File: config.mk
export PLATFORM = sky130hd
export DESIGN_NAME = control_fsm
export DESIGN_NICKNAME = d
export VERILOG_FILES = /design/src/risc_pkg.sv /design/src/control_fsm.sv
export SDC_FILE = /design/constraint.sdc
export NUM_CORES = 1
export LEC_CHECK = 0
export BUFFER_PORTS_ARGS = -buffer_cell sky130_fd_sc_hd__buf_4
export CAP_MARGIN = 25
export CORE_MARGIN = 10
export CORE_UTILIZATION = 28
export DETAILED_ROUTE_END_ITERATION = 8
export PLACE_DENSITY = 0.75
export RECOVER_POWER = 25
export SLEW_MARGIN = 25
export SYNTH_ARGS = -nofsm -noshare
export SYNTH_HDL_FRONTEND = slang
export SYNTH_SLANG_ARGS = --single-unit
File: constraint.sdc
create_clock -name clk -period 2.5 [get_ports clk]
set_input_delay 0.75 -clock clk [delete_from_list [all_inputs] [get_ports clk]]
set_output_delay 0.75 -clock clk [all_outputs]
set_load 0.02 [all_outputs]
File: src/risc_pkg.sv
// Shared widths, instruction encodings and bundle types, referenced by scoped names in the core
package risc_pkg;

  localparam int XLEN        = 32;
  localparam int REG_COUNT   = 16;
  localparam int REG_IDX_W   = 4;     // Top bit of the 5-bit fields ignored
  localparam int IMEM_DEPTH  = 64;
  localparam int IMEM_ADDR_W = 6;     // Fetch index is pc[7:2]
  localparam int DMEM_DEPTH  = 1024;
  localparam int DMEM_ADDR_W = 10;    // Low bits of the computed address

  localparam logic [XLEN-1:0] HALT_WORD = 32'hFFFF_FFFF;

  // Instruction class in bits 31:30
  localparam logic [1:0] CLASS_R = 2'b00;
  localparam logic [1:0] CLASS_I = 2'b01;
  localparam logic [1:0] CLASS_M = 2'b10;
  localparam logic [1:0] CLASS_B = 2'b11;

  localparam logic [5:0] OP_R    = 6'h00;
  localparam logic [5:0] OP_ADDI = 6'h10;
  localparam logic [5:0] OP_SUBI = 6'h11;
  localparam logic [5:0] OP_ANDI = 6'h12;
  localparam logic [5:0] OP_ORI  = 6'h13;
  localparam logic [5:0] OP_XORI = 6'h14;
  localparam logic [5:0] OP_NOTI = 6'h15;
  localparam logic [5:0] OP_SLAI = 6'h16;
  localparam logic [5:0] OP_SLLI = 6'h17;
  localparam logic [5:0] OP_SRAI = 6'h18;
  localparam logic [5:0] OP_SRLI = 6'h19;
  localparam logic [5:0] OP_MOVE = 6'h1A;
  localparam logic [5:0] OP_LD   = 6'h21;
  localparam logic [5:0] OP_ST   = 6'h22;
  localparam logic [5:0] OP_BR   = 6'h30;
  localparam logic [5:0] OP_BMI  = 6'h31;
  localparam logic [5:0] OP_BPL  = 6'h32;
  localparam logic [5:0] OP_BZ   = 6'h33;

  // R-type function field, bits 5:0
  localparam logic [5:0] FN_ADD = 6'd1;
  localparam logic [5:0] FN_SUB = 6'd2;
  localparam logic [5:0] FN_AND = 6'd3;
  localparam logic [5:0] FN_OR  = 6'd4;
  localparam logic [5:0] FN_XOR = 6'd5;
  localparam logic [5:0] FN_NOT = 6'd6;
  localparam logic [5:0] FN_SLA = 6'd7;
  localparam logic [5:0] FN_SLL = 6'd8;
  localparam logic [5:0] FN_SRA = 6'd9;
  localparam logic [5:0] FN_SRL = 6'd10;

  localparam logic [3:0] ALU_ADD  = 4'd0;
  localparam logic [3:0] ALU_SUB  = 4'd1;
  localparam logic [3:0] ALU_AND  = 4'd2;
  localparam logic [3:0] ALU_XOR  = 4'd3;
  localparam logic [3:0] ALU_OR   = 4'd4;
  localparam logic [3:0] ALU_NOT  = 4'd5;
  localparam logic [3:0] ALU_SLA  = 4'd6;
  localparam logic [3:0] ALU_SLL  = 4'd7;
  localparam logic [3:0] ALU_SRA  = 4'd8;
  localparam logic [3:0] ALU_SRL  = 4'd9;
  localparam logic [3:0] ALU_BTGT = 4'd10;   // a + b*4

  localparam logic [1:0] COND_ALWAYS = 2'd0;
  localparam logic [1:0] COND_NEG    = 2'd1;
  localparam logic [1:0] COND_POS    = 2'd2;
  localparam logic [1:0] COND_ZERO   = 2'd3;

  // Sequencer states
  localparam logic [2:0] S_HALT = 3'd0;
  localparam logic [2:0] S_IF   = 3'd1;
  localparam logic [2:0] S_ID   = 3'd2;
  localparam logic [2:0] S_EX   = 3'd3;
  localparam logic [2:0] S_MEM  = 3'd4;
  localparam logic [2:0] S_WB   = 3'd5;

  typedef union packed {
    struct packed {
      logic [5:0] opcode;
      logic [4:0] rs;
      logic [4:0] rt;
      logic [4:0] rd;
      logic [4:0] unused;
      logic [5:0] func;
    } r;
    struct packed {
      logic [5:0]  opcode;
      logic [4:0]  rs;
      logic [4:0]  rt;
      logic [15:0] imm16;   // Immediate, memory offset or branch word offset
    } i;
    logic [XLEN-1:0] word;
  } instr_t;

  typedef struct packed {
    logic       ld_ir;
    logic       ld_ab;
    logic       ld_aluout;
    logic       ld_lmd;
    logic       ld_pc;
    logic       sel_a_pc;
    logic       sel_b_imm;
    logic       sel_dest_rt;
    logic       sel_wb_mem;
    logic [3:0] alu_op;
    logic [1:0] cond;
    logic       is_branch;
    logic       reg_write;
    logic       mem_write;
  } ctrl_t;

  typedef struct packed {
    logic                   wb_valid;
    logic [REG_IDX_W-1:0]   wb_reg;
    logic [XLEN-1:0]        wb_data;
    logic                   st_valid;
    logic [DMEM_ADDR_W-1:0] st_addr;
    logic [XLEN-1:0]        st_data;
  } trace_t;

endpackage

File: src/control_fsm.sv
// Five-state instruction sequencer with a halt state, decoding the latched instruction
module control_fsm (
  input  logic                      clk,
  input  logic                      reset,
  input  logic                      start,
  input  risc_pkg::instr_t          ir,
  input  logic [risc_pkg::XLEN-1:0] fetch_word,
  output risc_pkg::ctrl_t           ctrl,
  output logic                      halted
);

  logic [2:0] state;
  logic [2:0] state_nxt;
  logic [3:0] dec_alu_op;
  logic [1:0] dec_cond;
  logic       dec_a_pc;
  logic       dec_b_imm;
  logic       dec_dest_rt;
  logic       dec_load;
  logic       dec_store;
  logic       dec_branch;
  logic       dec_reg_wr;

  always_comb
  begin
    state_nxt = state;
    case (state)
      risc_pkg::S_HALT: if (start) state_nxt = risc_pkg::S_IF;   // Start ignored elsewhere
      risc_pkg::S_IF:
        state_nxt = (fetch_word == risc_pkg::HALT_WORD) ? risc_pkg::S_HALT : risc_pkg::S_ID;
      risc_pkg::S_ID:  state_nxt = risc_pkg::S_EX;
      risc_pkg::S_EX:  state_nxt = risc_pkg::S_MEM;
      risc_pkg::S_MEM: state_nxt = risc_pkg::S_WB;
      risc_pkg::S_WB:  state_nxt = risc_pkg::S_IF;
      default:         state_nxt = risc_pkg::S_HALT;
    endcase
  end

  always_ff @(posedge clk or negedge reset)
  begin
    if (!reset)
      state <= risc_pkg::S_HALT;
    else
      state <= state_nxt;
  end

  assign halted = (state == risc_pkg::S_HALT);

  // Instruction decode, held steady from ID through WB
  always_comb
  begin
    dec_alu_op  = risc_pkg::ALU_ADD;
    dec_cond    = risc_pkg::COND_ALWAYS;
    dec_a_pc    = 1'b0;
    dec_b_imm   = 1'b0;
    dec_dest_rt = 1'b0;
    dec_load    = 1'b0;
    dec_store   = 1'b0;
    dec_branch  = 1'b0;
    dec_reg_wr  = 1'b0;
    case (ir.i.opcode[5:4])
      risc_pkg::CLASS_R:
      begin
        dec_reg_wr = 1'b1;
        case (ir.r.func)
          risc_pkg::FN_SUB: dec_alu_op = risc_pkg::ALU_SUB;
          risc_pkg::FN_AND: dec_alu_op = risc_pkg::ALU_AND;
          risc_pkg::FN_OR:  dec_alu_op = risc_pkg::ALU_OR;
          risc_pkg::FN_XOR: dec_alu_op = risc_pkg::ALU_XOR;
          risc_pkg::FN_NOT: dec_alu_op = risc_pkg::ALU_NOT;
          risc_pkg::FN_SLA: dec_alu_op = risc_pkg::ALU_SLA;
          risc_pkg::FN_SLL: dec_alu_op = risc_pkg::ALU_SLL;
          risc_pkg::FN_SRA: dec_alu_op = risc_pkg::ALU_SRA;
          risc_pkg::FN_SRL: dec_alu_op = risc_pkg::ALU_SRL;
          default:          dec_alu_op = risc_pkg::ALU_ADD;   // FN_ADD
        endcase
      end
      risc_pkg::CLASS_I:
      begin
        dec_b_imm   = 1'b1;
        dec_dest_rt = 1'b1;
        dec_reg_wr  = 1'b1;
        case (ir.i.opcode)
          risc_pkg::OP_SUBI: dec_alu_op = risc_pkg::ALU_SUB;
          risc_pkg::OP_ANDI: dec_alu_op = risc_pkg::ALU_AND;
          risc_pkg::OP_ORI:  dec_alu_op = risc_pkg::ALU_OR;
          risc_pkg::OP_XORI: dec_alu_op = risc_pkg::ALU_XOR;
          risc_pkg::OP_NOTI: dec_alu_op = risc_pkg::ALU_NOT;
          risc_pkg::OP_SLAI: dec_alu_op = risc_pkg::ALU_SLA;
          risc_pkg::OP_SLLI: dec_alu_op = risc_pkg::ALU_SLL;
          risc_pkg::OP_SRAI: dec_alu_op = risc_pkg::ALU_SRA;
          risc_pkg::OP_SRLI: dec_alu_op = risc_pkg::ALU_SRL;
          default:           dec_alu_op = risc_pkg::ALU_ADD;   // ADDI and MOVE (rs + imm16)
        endcase
      end
      risc_pkg::CLASS_M:
      begin
        dec_b_imm   = 1'b1;                                   // Address is rs + imm16
        dec_load    = (ir.i.opcode == risc_pkg::OP_LD);
        dec_store   = (ir.i.opcode == risc_pkg::OP_ST);
        dec_dest_rt = dec_load;
        dec_reg_wr  = dec_load;
      end
      default:
      begin
        dec_a_pc   = 1'b1;                                    // Target from PC+4 and offset
        dec_b_imm  = 1'b1;
        dec_alu_op = risc_pkg::ALU_BTGT;
        dec_branch = 1'b1;
        case (ir.i.opcode)
          risc_pkg::OP_BR:  dec_cond = risc_pkg::COND_ALWAYS;
          risc_pkg::OP_BMI: dec_cond = risc_pkg::COND_NEG;
          risc_pkg::OP_BPL: dec_cond = risc_pkg::COND_POS;
          risc_pkg::OP_BZ:  dec_cond = risc_pkg::COND_ZERO;
          default:          dec_branch = 1'b0;                // Unknown branch falls through
        endcase
      end
    endcase
  end

  // Control word is all zero only in HALT; the datapath relies on that for restart
  always_comb
  begin
    ctrl = '0;
    if (state != risc_pkg::S_HALT && state != risc_pkg::S_IF)
    begin
      ctrl.alu_op      = dec_alu_op;
      ctrl.cond        = dec_cond;
      ctrl.sel_a_pc    = dec_a_pc;
      ctrl.sel_b_imm   = dec_b_imm;
      ctrl.sel_dest_rt = dec_dest_rt;
      ctrl.sel_wb_mem  = dec_load;
      ctrl.is_branch   = dec_branch;
    end
    case (state)
      risc_pkg::S_IF:  ctrl.ld_ir     = 1'b1;
      risc_pkg::S_ID:  ctrl.ld_ab     = 1'b1;
      risc_pkg::S_EX:  ctrl.ld_aluout = 1'b1;
      risc_pkg::S_MEM:
      begin
        ctrl.ld_pc     = 1'b1;
        ctrl.ld_lmd    = dec_load;
        ctrl.mem_write = dec_store;
      end
      risc_pkg::S_WB:  ctrl.reg_write = dec_reg_wr;
      default:         ctrl.ld_ir     = 1'b0;
    endcase
  end

endmodule

# Word-level counts from Yosys, hierarchy flattened
# Memory sizes are Yosys's and may differ from the RTL's.
# Index checks and enable logic that the tools add are counted.
# W data, S select, Z words.
[classes]
n_eq_ne = 16
mux = 23
n_reduce_logical = 8
[ops]
columns = ["cell", "count"]
rows = [
  ["$eq A6 B6 Y1 const B", 6],
  ["$eq A32 B32 Y1 const B", 1],
  ["$pmux W3 S6", 1],
  ["$pmux W4 S3", 1],
  ["$mux W1", 11],
  ["$mux W11", 1],
  ["$mux W4", 2],
  ["$eq A3 B2 Y1 const B", 2],
  ["$eq A3 B3 Y1 const B", 2],
  ["$mux W2", 3],
  ["$pmux W2 S3", 1],
  ["$logic_not A2 Y1", 2],
  ["$pmux W1 S2", 2],
  ["$reduce_or A4 Y1", 1],
  ["$eq A3 B1 Y1 const B", 1],
  ["$logic_not A3 Y1", 1],
  ["$mux W3", 1],
  ["$ne A3 B1 Y1 const B", 1],
  ["$reduce_bool A3 Y1", 1],
  ["$reduce_or A3 Y1", 1],
  ["$eq A2 B1 Y1 const B", 1],
  ["$eq A2 B2 Y1 const B", 1],
  ["$ne A2 B2 Y1 const B", 1],
  ["$reduce_or A2 Y1", 1],
  ["$logic_and A1 B1 Y1", 1],
]
[totals]
regBits = 3
mem_bits_ro = 192
input_bits = 67
n_memories = 2
[memory_table]
columns = ["name", "depth", "width", "rd", "rd_clocked_by_memory_dff", "wr", "line", "text"]
rows = [
  ["(no name shown)", 32, 4, 1, 0, 0, "control_fsm.sv:83", "case (ir.i.opcode)"],
  ["(no name shown)", 16, 4, 1, 0, 0, "control_fsm.sv:65", "case (ir.r.func)"],
]

# Logic depth before layout (Yosys ltp)
# Gate-level depths: netlist of run 1.
[logic_depth]
ltp_word = 5
depth_mapped = 6

# Least setup slack after synthesis of run 1
# No wires, ideal clock.
[synth_path]
kind = "input port to output port"
from = "input port ir[30] in the netlist's numbering"
to = "output port ctrl[3] in the netlist's numbering"
t_arrival_ps = 2133
setup_slack_ps = -383
cell_stages = 4
path_cell_list = "ha_1 nor2b_1 nor3b_2 and2_1"
[synth_lines]
columns = ["item", "line", "text"]
rows = [
  ["start: declaration", "control_fsm.sv:6", "input risc_pkg::instr_t ir,"],
  ["end: declaration", "control_fsm.sv:8", "output risc_pkg::ctrl_t ctrl,"],
]

==> impl_summary.md, run 1 <==
Logic synthesis
Counting flops and latches in the post-synthesis netlist gives 3. Of all flip-flops after synthesis, the portion carrying an async set or reset was 100%. The total of warnings raised by yosys is 0. The synthesized netlist occupies a cell area of around 660 sq um. Counting every instance in the synthesized netlist gives between 80 and 90. The average footprint of a synthesized cell is 8.07 sq um.

Yosys attributes the largest share of cell area to ha_1 15%, dfrtp_1 11%, nand4_1 7.6%. The synthesized netlist contains 35 unique library cells. The number of enable-type register cells in the synthesized netlist is 0. The area fraction of the dominant cell type after synthesis is between 10% and 20%. The proportion of synthesized chip area in sequential cells is around 11%. When the netlist entered floorplanning its net count stood at approximately 160. For this run, the leading register cell type out of synthesis is dfrtp_1.

Of all cell types, the one taking the most synthesized area is ha_1. The commonest cells after synthesis are 8 x ha_1, 8 x inv_1, 8 x nand4_1.

Outcome
The checks that failed: negative setup slack. The flow ran to the end, but the final reports show violations.

STA
At the pin with the least slew margin, the transition time is 0.329 ns. The max-slew violation count is 0. The number of hold violations in the final report is 0. Headroom to the max-slew limit came out at roughly four fifths.

The final worst-path setup slack is -0.274 ns. Static timing analysis puts the maximum clock frequency at ~360 MHz. Of the available clock period, the critical path in the final layout requires 111%. The number of endpoints failing setup at the final stage is 11. The minimum clock period is ~2.8 ns. Setup repair after global routing could not meet its margin everywhere. For the final database, setup skew stands at a little under 0.006 ns.

Floorplan
The number of placement rows is 17. The area of the die is 4710 sq um. For this configuration, the core starts out at a cell density of between 20 and 30%.

In this run the horizontal extent of the chip is 68.6 um. The placeable core area is 2230 sq um. The number of ports placed on the die boundary is between 80 and 90. The die is ~70 um tall.

Route
The number of detailed-routing iterations run before antenna repair is 4. The starting DRC count in detailed routing is 21. The count of nets left with antenna violations once routing finished came out at 0. Dividing the detail-routed wire length by the instance count gives around 16 um. The remaining routing DRC violations is 0. The average via count per standard cell is 4.95. Summed over all layers, the routed wires come to between 3000 and 4000 um. For this block, the via count after detailed routing is between 900 and 1000.

Cells and area
The utilization after layout is a little over two thirds. The finished cells cover approximately 1600 sq um. The final cell count without fillers is around 200.

Counting the fill cells in the layout gives between 150 and 200. The register with the most flip-flops in the layout has 3 of them. From synthesis to final layout, the design area changed by 136%. The net count of the finished layout is roughly 250. The share of post-route cells with drive strength above 1 is between 60% and 70%. The most flop-heavy register is state. The antenna cell count is 0. The largest registers in the layout are state: 3 flops.

Clock tree
The H-tree depth reported by CTS is 1. The tree is rooted in a clkbuf_4. The CTS buffer count is 3. Counting every sink on the clock net gives 3. The CTS tree is done. The clock slew seen by the registers of the worst setup and hold paths is 0.04 ns. The clock latency reported for the late side of the worst-skew pair is between 0.2 and 0.25 ns.

No sink is reached through more buffers than the 2 on the longest clock path. The hold buffer count at cts is 0.

Setup path
The data arrival time at the worst-slack endpoint is slightly above 2 ns. The category of the worst setup path capture point is a primary output. The maximum net fanout on the critical path is 3. The kind of critical path is input pin to primary output. The kind of start point of the critical path is an input pin. For the worst setup path, the data required time is 1.75 ns.

Global routing
The wire length of the first global-routing pass is 4890 um. The via count of the first global-routing pass is between 1000 and 1500. Entering global routing, the biggest net connects 9 pins.

The total congestion overflow after global routing is 0. Global routing used a little over an eighth of the available tracks across all layers. The number of antenna violations at the first check in global routing is 0.

Placed design
The half-perimeter wire length of the detailed placement result is about 2700 um. The placed instances occupy a cell area of 1400 sq um. The global placer's final weighted congestion is just over 0.8.

The number of cells after detailed placement is 190. During placement, the flow inserted port buffers numbering 65.

Pwr
In this run the static leakage power is approximately 0.74 nW. Dividing total power by cell area gives a power density of between 300 and 400 nW/um^2. The power consumption is between 0.0004 and 0.0005 W. The worst vdd rail ir drop is 269 uV.

Job
The max-cap check violation count is 0.

Worst hold path
The min-delay analysis places its worst path in the category input pin to asynchronous set/reset pin.
==> power breakdown <==
group	leakage [nW]	total (W)	internal, W	switching (W)
Combinational	0.698	0.000332	0.000168	0.000164
Sequential	0.0320	0.0000776	0.0000594	0.0000182
Clock	0.0150	0.0000888	0.0000600	0.0000287
==> final timing paths <==
path / from / slack (ns) / to / depth (start not counted)
max in group asynchronous: reset / 2.02 / state[1] / 1
max: ir[30] / -0.27 / ctrl[1] / 8
min reg2reg: state[0] / 0.58 / state[0] / 1
min in group clk: state[0] / 0.58 / state[0] / 1
min: reset / 0.31 / state[2] / 1
max reg2reg: state[1] / 1.35 / state[2] / 3
==> layer usage <==
layer  routed length (um)  GRT usage (%)  up-vias
li1                     -              -      486
met3                  474           8.37        6
met5                    0              0        -
met2                 1490           23.2       58
met1                 1070           12.3      435
met4                   63           6.03        0
==> layout by cell type, fill, tap and decap left out, types with 3 or more instances in the layout <==
cell type,synthesis,layout
buf_4,0,76
buf_6,0,6
clkbuf_4,0,3
dfrtp_1,3,3
ha_1,8,3
ha_4,0,4
inv_1,8,3
nand2b_1,4,4
nand4_1,8,8
nor2_1,4,4
o21ai_1,3,3
==> worst max-delay path: stages <==
cell and delay [ns]:
buf_12 0.11, inv_12 0.04, ha_4 0.11, or3b_4 0.39, nor3_4 0.14, nor3_1 0.08
nor4b_2 0.22, buf_4 0.18
==> cell type report <==
type / instances / area (sq um) / share of cell area (%)
Clock buffer: 4 / 26.3 / 1.68
Inverter: 8 / 52.6 / 3.36
Multi-Input combinational cell: 71 / 697 / 44.6
Sequential cell: 3 / 75.1 / 4.80
Tap cell: 28 / 35.0 / 2.24
Timing Repair Buffer: 85 / 677 / 43.3
==> kinds of logic after synthesis <==
group                    Yosys count  share of synthesized area, %
buffers and inverters              8                          4.54
AO/OA/AOI/OAI                     17                          20.6
adder cells (fa/ha/maj)           10                          18.1
AND/OR/NAND/NOR                   44                          45.4
flip-flops                         3                          11.3
==> per-stage QoR <==
step	setup WS, ns	TNS (ns)	hold WS (ns)
after detailed placement	-0.388	-2.58	0.542
after global routing	-0.342	-2.59	0.317
after global placement	-0.324	-2.25	0.540
after CTS	-0.359	-2.14	0.282
final	-0.274	-1.90	0.309
after floorplan	-0.178	-0.425	0.454
==> repair_timing <==
item | 4_1_cts | 5_1_grt
resized for setup | 16 | 8
setup buffers | 3 | 2
setup endpoints to repair | 11 | 11
pin swaps | 13 | 6
(Power assumes the default switching activity.)
==> inputs of run 2 (changes only) <==
--- a/config.mk
+++ b/config.mk
@@ -9,6 +9,7 @@
 export CAP_MARGIN = 25
 export CORE_MARGIN = 10
 export CORE_UTILIZATION = 28
+export CTS_BUF_LIST = sky130_fd_sc_hd__clkbuf_8 sky130_fd_sc_hd__clkbuf_16
 export DETAILED_ROUTE_END_ITERATION = 8
 export PLACE_DENSITY = 0.75
 export RECOVER_POWER = 25
==> run 2 against run 1 <==
Net effect: setup slack improved by 0.0068 ns; the flow still finishes with violations (negative setup slack); global-route usage fell by 0.065 points; cell count did not move; final area rose by 1.2%; core utilization rose by 0.84 points; fmax rose by 0.24%; first-iteration DRC count rose by 52%; non-clock buffer count did not move; count of clock-buffer cells in the layout fell by 1; combinational power barely moved; routed wire length fell by 0.32%; critical path depth did not move.
==> impl_summary.md, run 2 (synthesis results as in run 1) <==
Cells and area
Fill cells in the final layout number between 150 and 200. The count of nets after finishing is between 200 and 250. Relative to the synthesized area, the layout overhead comes to 139%. The area of the multi-input gates is 697 sq um. Cells with a size suffix above 1 make up between 60% and 70% of the layout. The repair_antennas step left the layout with diodes totalling 0. The most frequent standard cell in the layout excluding fill and tap cells is buf_4. The largest registers in the layout are state: 3 flops. The number of flip-flops in the largest register is 3. Across the whole layout, storage elements account for 75.1 sq um. The most flop-heavy register is state. Leaving out fill and tap cells, the most frequent cells in the layout are 76 x buf_4, 8 x nand4_1, 6 x buf_6.

STA
The final worst-path setup slack is -0.267 ns. Setup total negative slack on the finished layout was measured at -1.86 ns. Setup violations remaining at the end of the flow were counted as 11. Setup repair after global routing could not meet its margin everywhere. Between clock sinks in the finished design, the worst skew comes to 0.00314 ns. The transition at the pin with the smallest max-transition slack is approximately 0.33 ns. Of the available clock period, the critical path in the final layout requires 111%. The max-slew violation count is 0. The number of hold violations in the final report is 0. The maximum clock rate is 361 MHz. The minimum clock period is between 2 and 3 ns. Headroom to the max-slew limit came out at between 70% and 80%. Hold is met by 0.339 ns.

Floorplan
86 I/O pins were placed. The number of placement rows is 17. The core region is between 2000 and 2500 sq um.

The floorplan step set the die height to 68.6 um. Once the floorplan was initialized, standard cells occupied 29.6% of the core. The width of the die is slightly below 70 um. The floorplan step defined a die boundary enclosing 4710 sq um.

Pwr
For this design the ratio of total power to cell area is between 300 and 400 nW/um^2. In this run the static leakage power is around 0.76 nW. IR analysis of the VDD net gives a maximum drop of about 290 uV. Total power for the finished layout comes to between 0.0005 and 0.0006 W.

Clock tree
For the worst-skew pair, the clock arrives at the later sink with an insertion delay of between 0.2 and 0.25 ns. The H-tree depth reported by CTS is 1. For this design, the CTS-stage hold fixing added 0 buffers. TritonCTS built the clock tree. The buffer depth of the longest clock path is 2. Counting the buffers created by CTS gives 3. For this design, the sink count on the clock tree is 3. The clock slew seen by the registers of the worst setup and hold paths is 0.03 ns. The cell sitting at the root of the clock tree is a clkbuf_8.

Global routing
The total routing usage reported by global routing is between 10% and 20%. Summed over all layers, the global routing overflow is 0. The wire length of the first global-routing pass is between 4000 and 5000 um. The via count of the first global-routing pass is 1145. The number of antenna violations at the first check in global routing is 0. Entering global routing, the biggest net connects 9 pins.

Outcome
The run finished, with violations left. The checks that failed: negative setup slack.

Setup path
The number of cell instances on the worst register-to-register path is 3. The family of cells with the greatest summed delay on the critical path is simple AND/OR/NAND/NOR gates. The critical path's largest stage delay is roughly 0.39 ns. The kind of start point of the critical path is an input pin. The critical path goes through buf_12 > inv_12 > ha_4 > or3b_4 > nor3_4 > nor3_1 > nor4b_2 > buf_4. The worst flop-to-flop path startpoint is state[1].

The critical path data required time is ~1.8 ns. For flop-to-flop paths, the worst setup slack is 1.35 ns. The total buffers and inverters traversed by the critical path is 3. The data arrival time at the worst-slack endpoint is around 2.0 ns.

The worst-path cell with the longest stage delay is or3b_4. In this run the worst setup path terminates at ctrl[1]. The kind of critical path is input pin to primary output. In this run the critical register-to-register path is captured at state[2]. The path length in cells of the critical path is 8.

The startpoint of the most critical setup path is ir[30]. Of all nets on the critical path, the largest fanout is 3. STA classifies the critical path endpoint as a primary output.

Placed design
During placement, the flow inserted port buffers numbering between 60 and 70. The global placer's final weighted congestion is about 0.83. The half-perimeter wire length of the detailed placement result is roughly 2700 um.

Route
The remaining routing DRC violations is 0. The remaining number of nets flagged by the antenna check after routing is 0. The via count is between 900 and 1000. The wire length after detailed routing is a little over 3000 um.

After detailed routing, the number of vias per cell comes to around 4.9. Dividing the detail-routed wire length by the instance count gives 15.5 um. The number of detailed-routing iterations run before antenna repair is 4. The first routing iteration left 32 violations.

Job
The max-cap check violation count is 0.

Worst hold path
The path type of the worst min-delay path is input pin to asynchronous set/reset pin.
## run 2: worst reg2reg max path: cells and delay by family, from the launching register on
kind | cells | cell delay [ns]
flip-flops | 1 | 0.42
AND/OR/NAND/NOR | 3 | 0.66
## run 2: where the power goes
group	leakage, nW	internal, W	switching [W]	total [W]
registers	0.0320	0.0000595	0.0000180	0.0000775
clock network	0.0269	0.000104	0.0000317	0.000136
logic	0.698	0.000168	0.000164	0.000332
total	0.756	0.000332	0.000214	0.000546
## run 2: through the flow
step           cell area [sq um]  instances  utilization [%]  setup WS, ns
6_report                    1580        199             70.8        -0.267
5_1_grt                     1580        199             70.8        -0.342
4_1_cts                     1540        197             68.7        -0.359
3_5_place_dp                1400        190             62.6        -0.388
3_3_place_gp                1400        190             62.6        -0.324
2_1_floorplan                762         82                -        -0.178
## run 2: cell type report
| type | count | share of cell area, % |
|---|---|---|
| clock buffer | 3 | 2.61 |
| clock inverter | 1 | 0.237 |
| inverter | 8 | 3.32 |
| multi-input combinational | 71 | 44.1 |
| sequential | 3 | 4.75 |
| tap | 28 | 2.22 |
| timing repair buffer | 85 | 42.8 |
## run 2: per-layer routing
metal	GRT usage, %	vias up	routed length [um]
met5	0	-	0
met1	12.4	431	1080
met2	23.2	57	1500
met3	8.37	4	468
met4	5.28	0	42
li1	-	485	-
## run 2: timing repair
action | 4_1_cts | 5_1_grt
pin swaps | 13 | 6
setup buffers | 3 | 2
endpoints found under the setup margin | 11 | 11
resized for setup | 16 | 8
## run 2: how the worst min path moves through the flow
stage,from,endpoint,cells past startpoint
2_1_floorplan,reset,state[0],0
3_3_place_gp,reset,state[2],1
3_5_place_dp,reset,state[0],1
4_1_cts,reset,state[0],1
5_1_grt,reset,state[0],1
6_report,reset,state[0],1
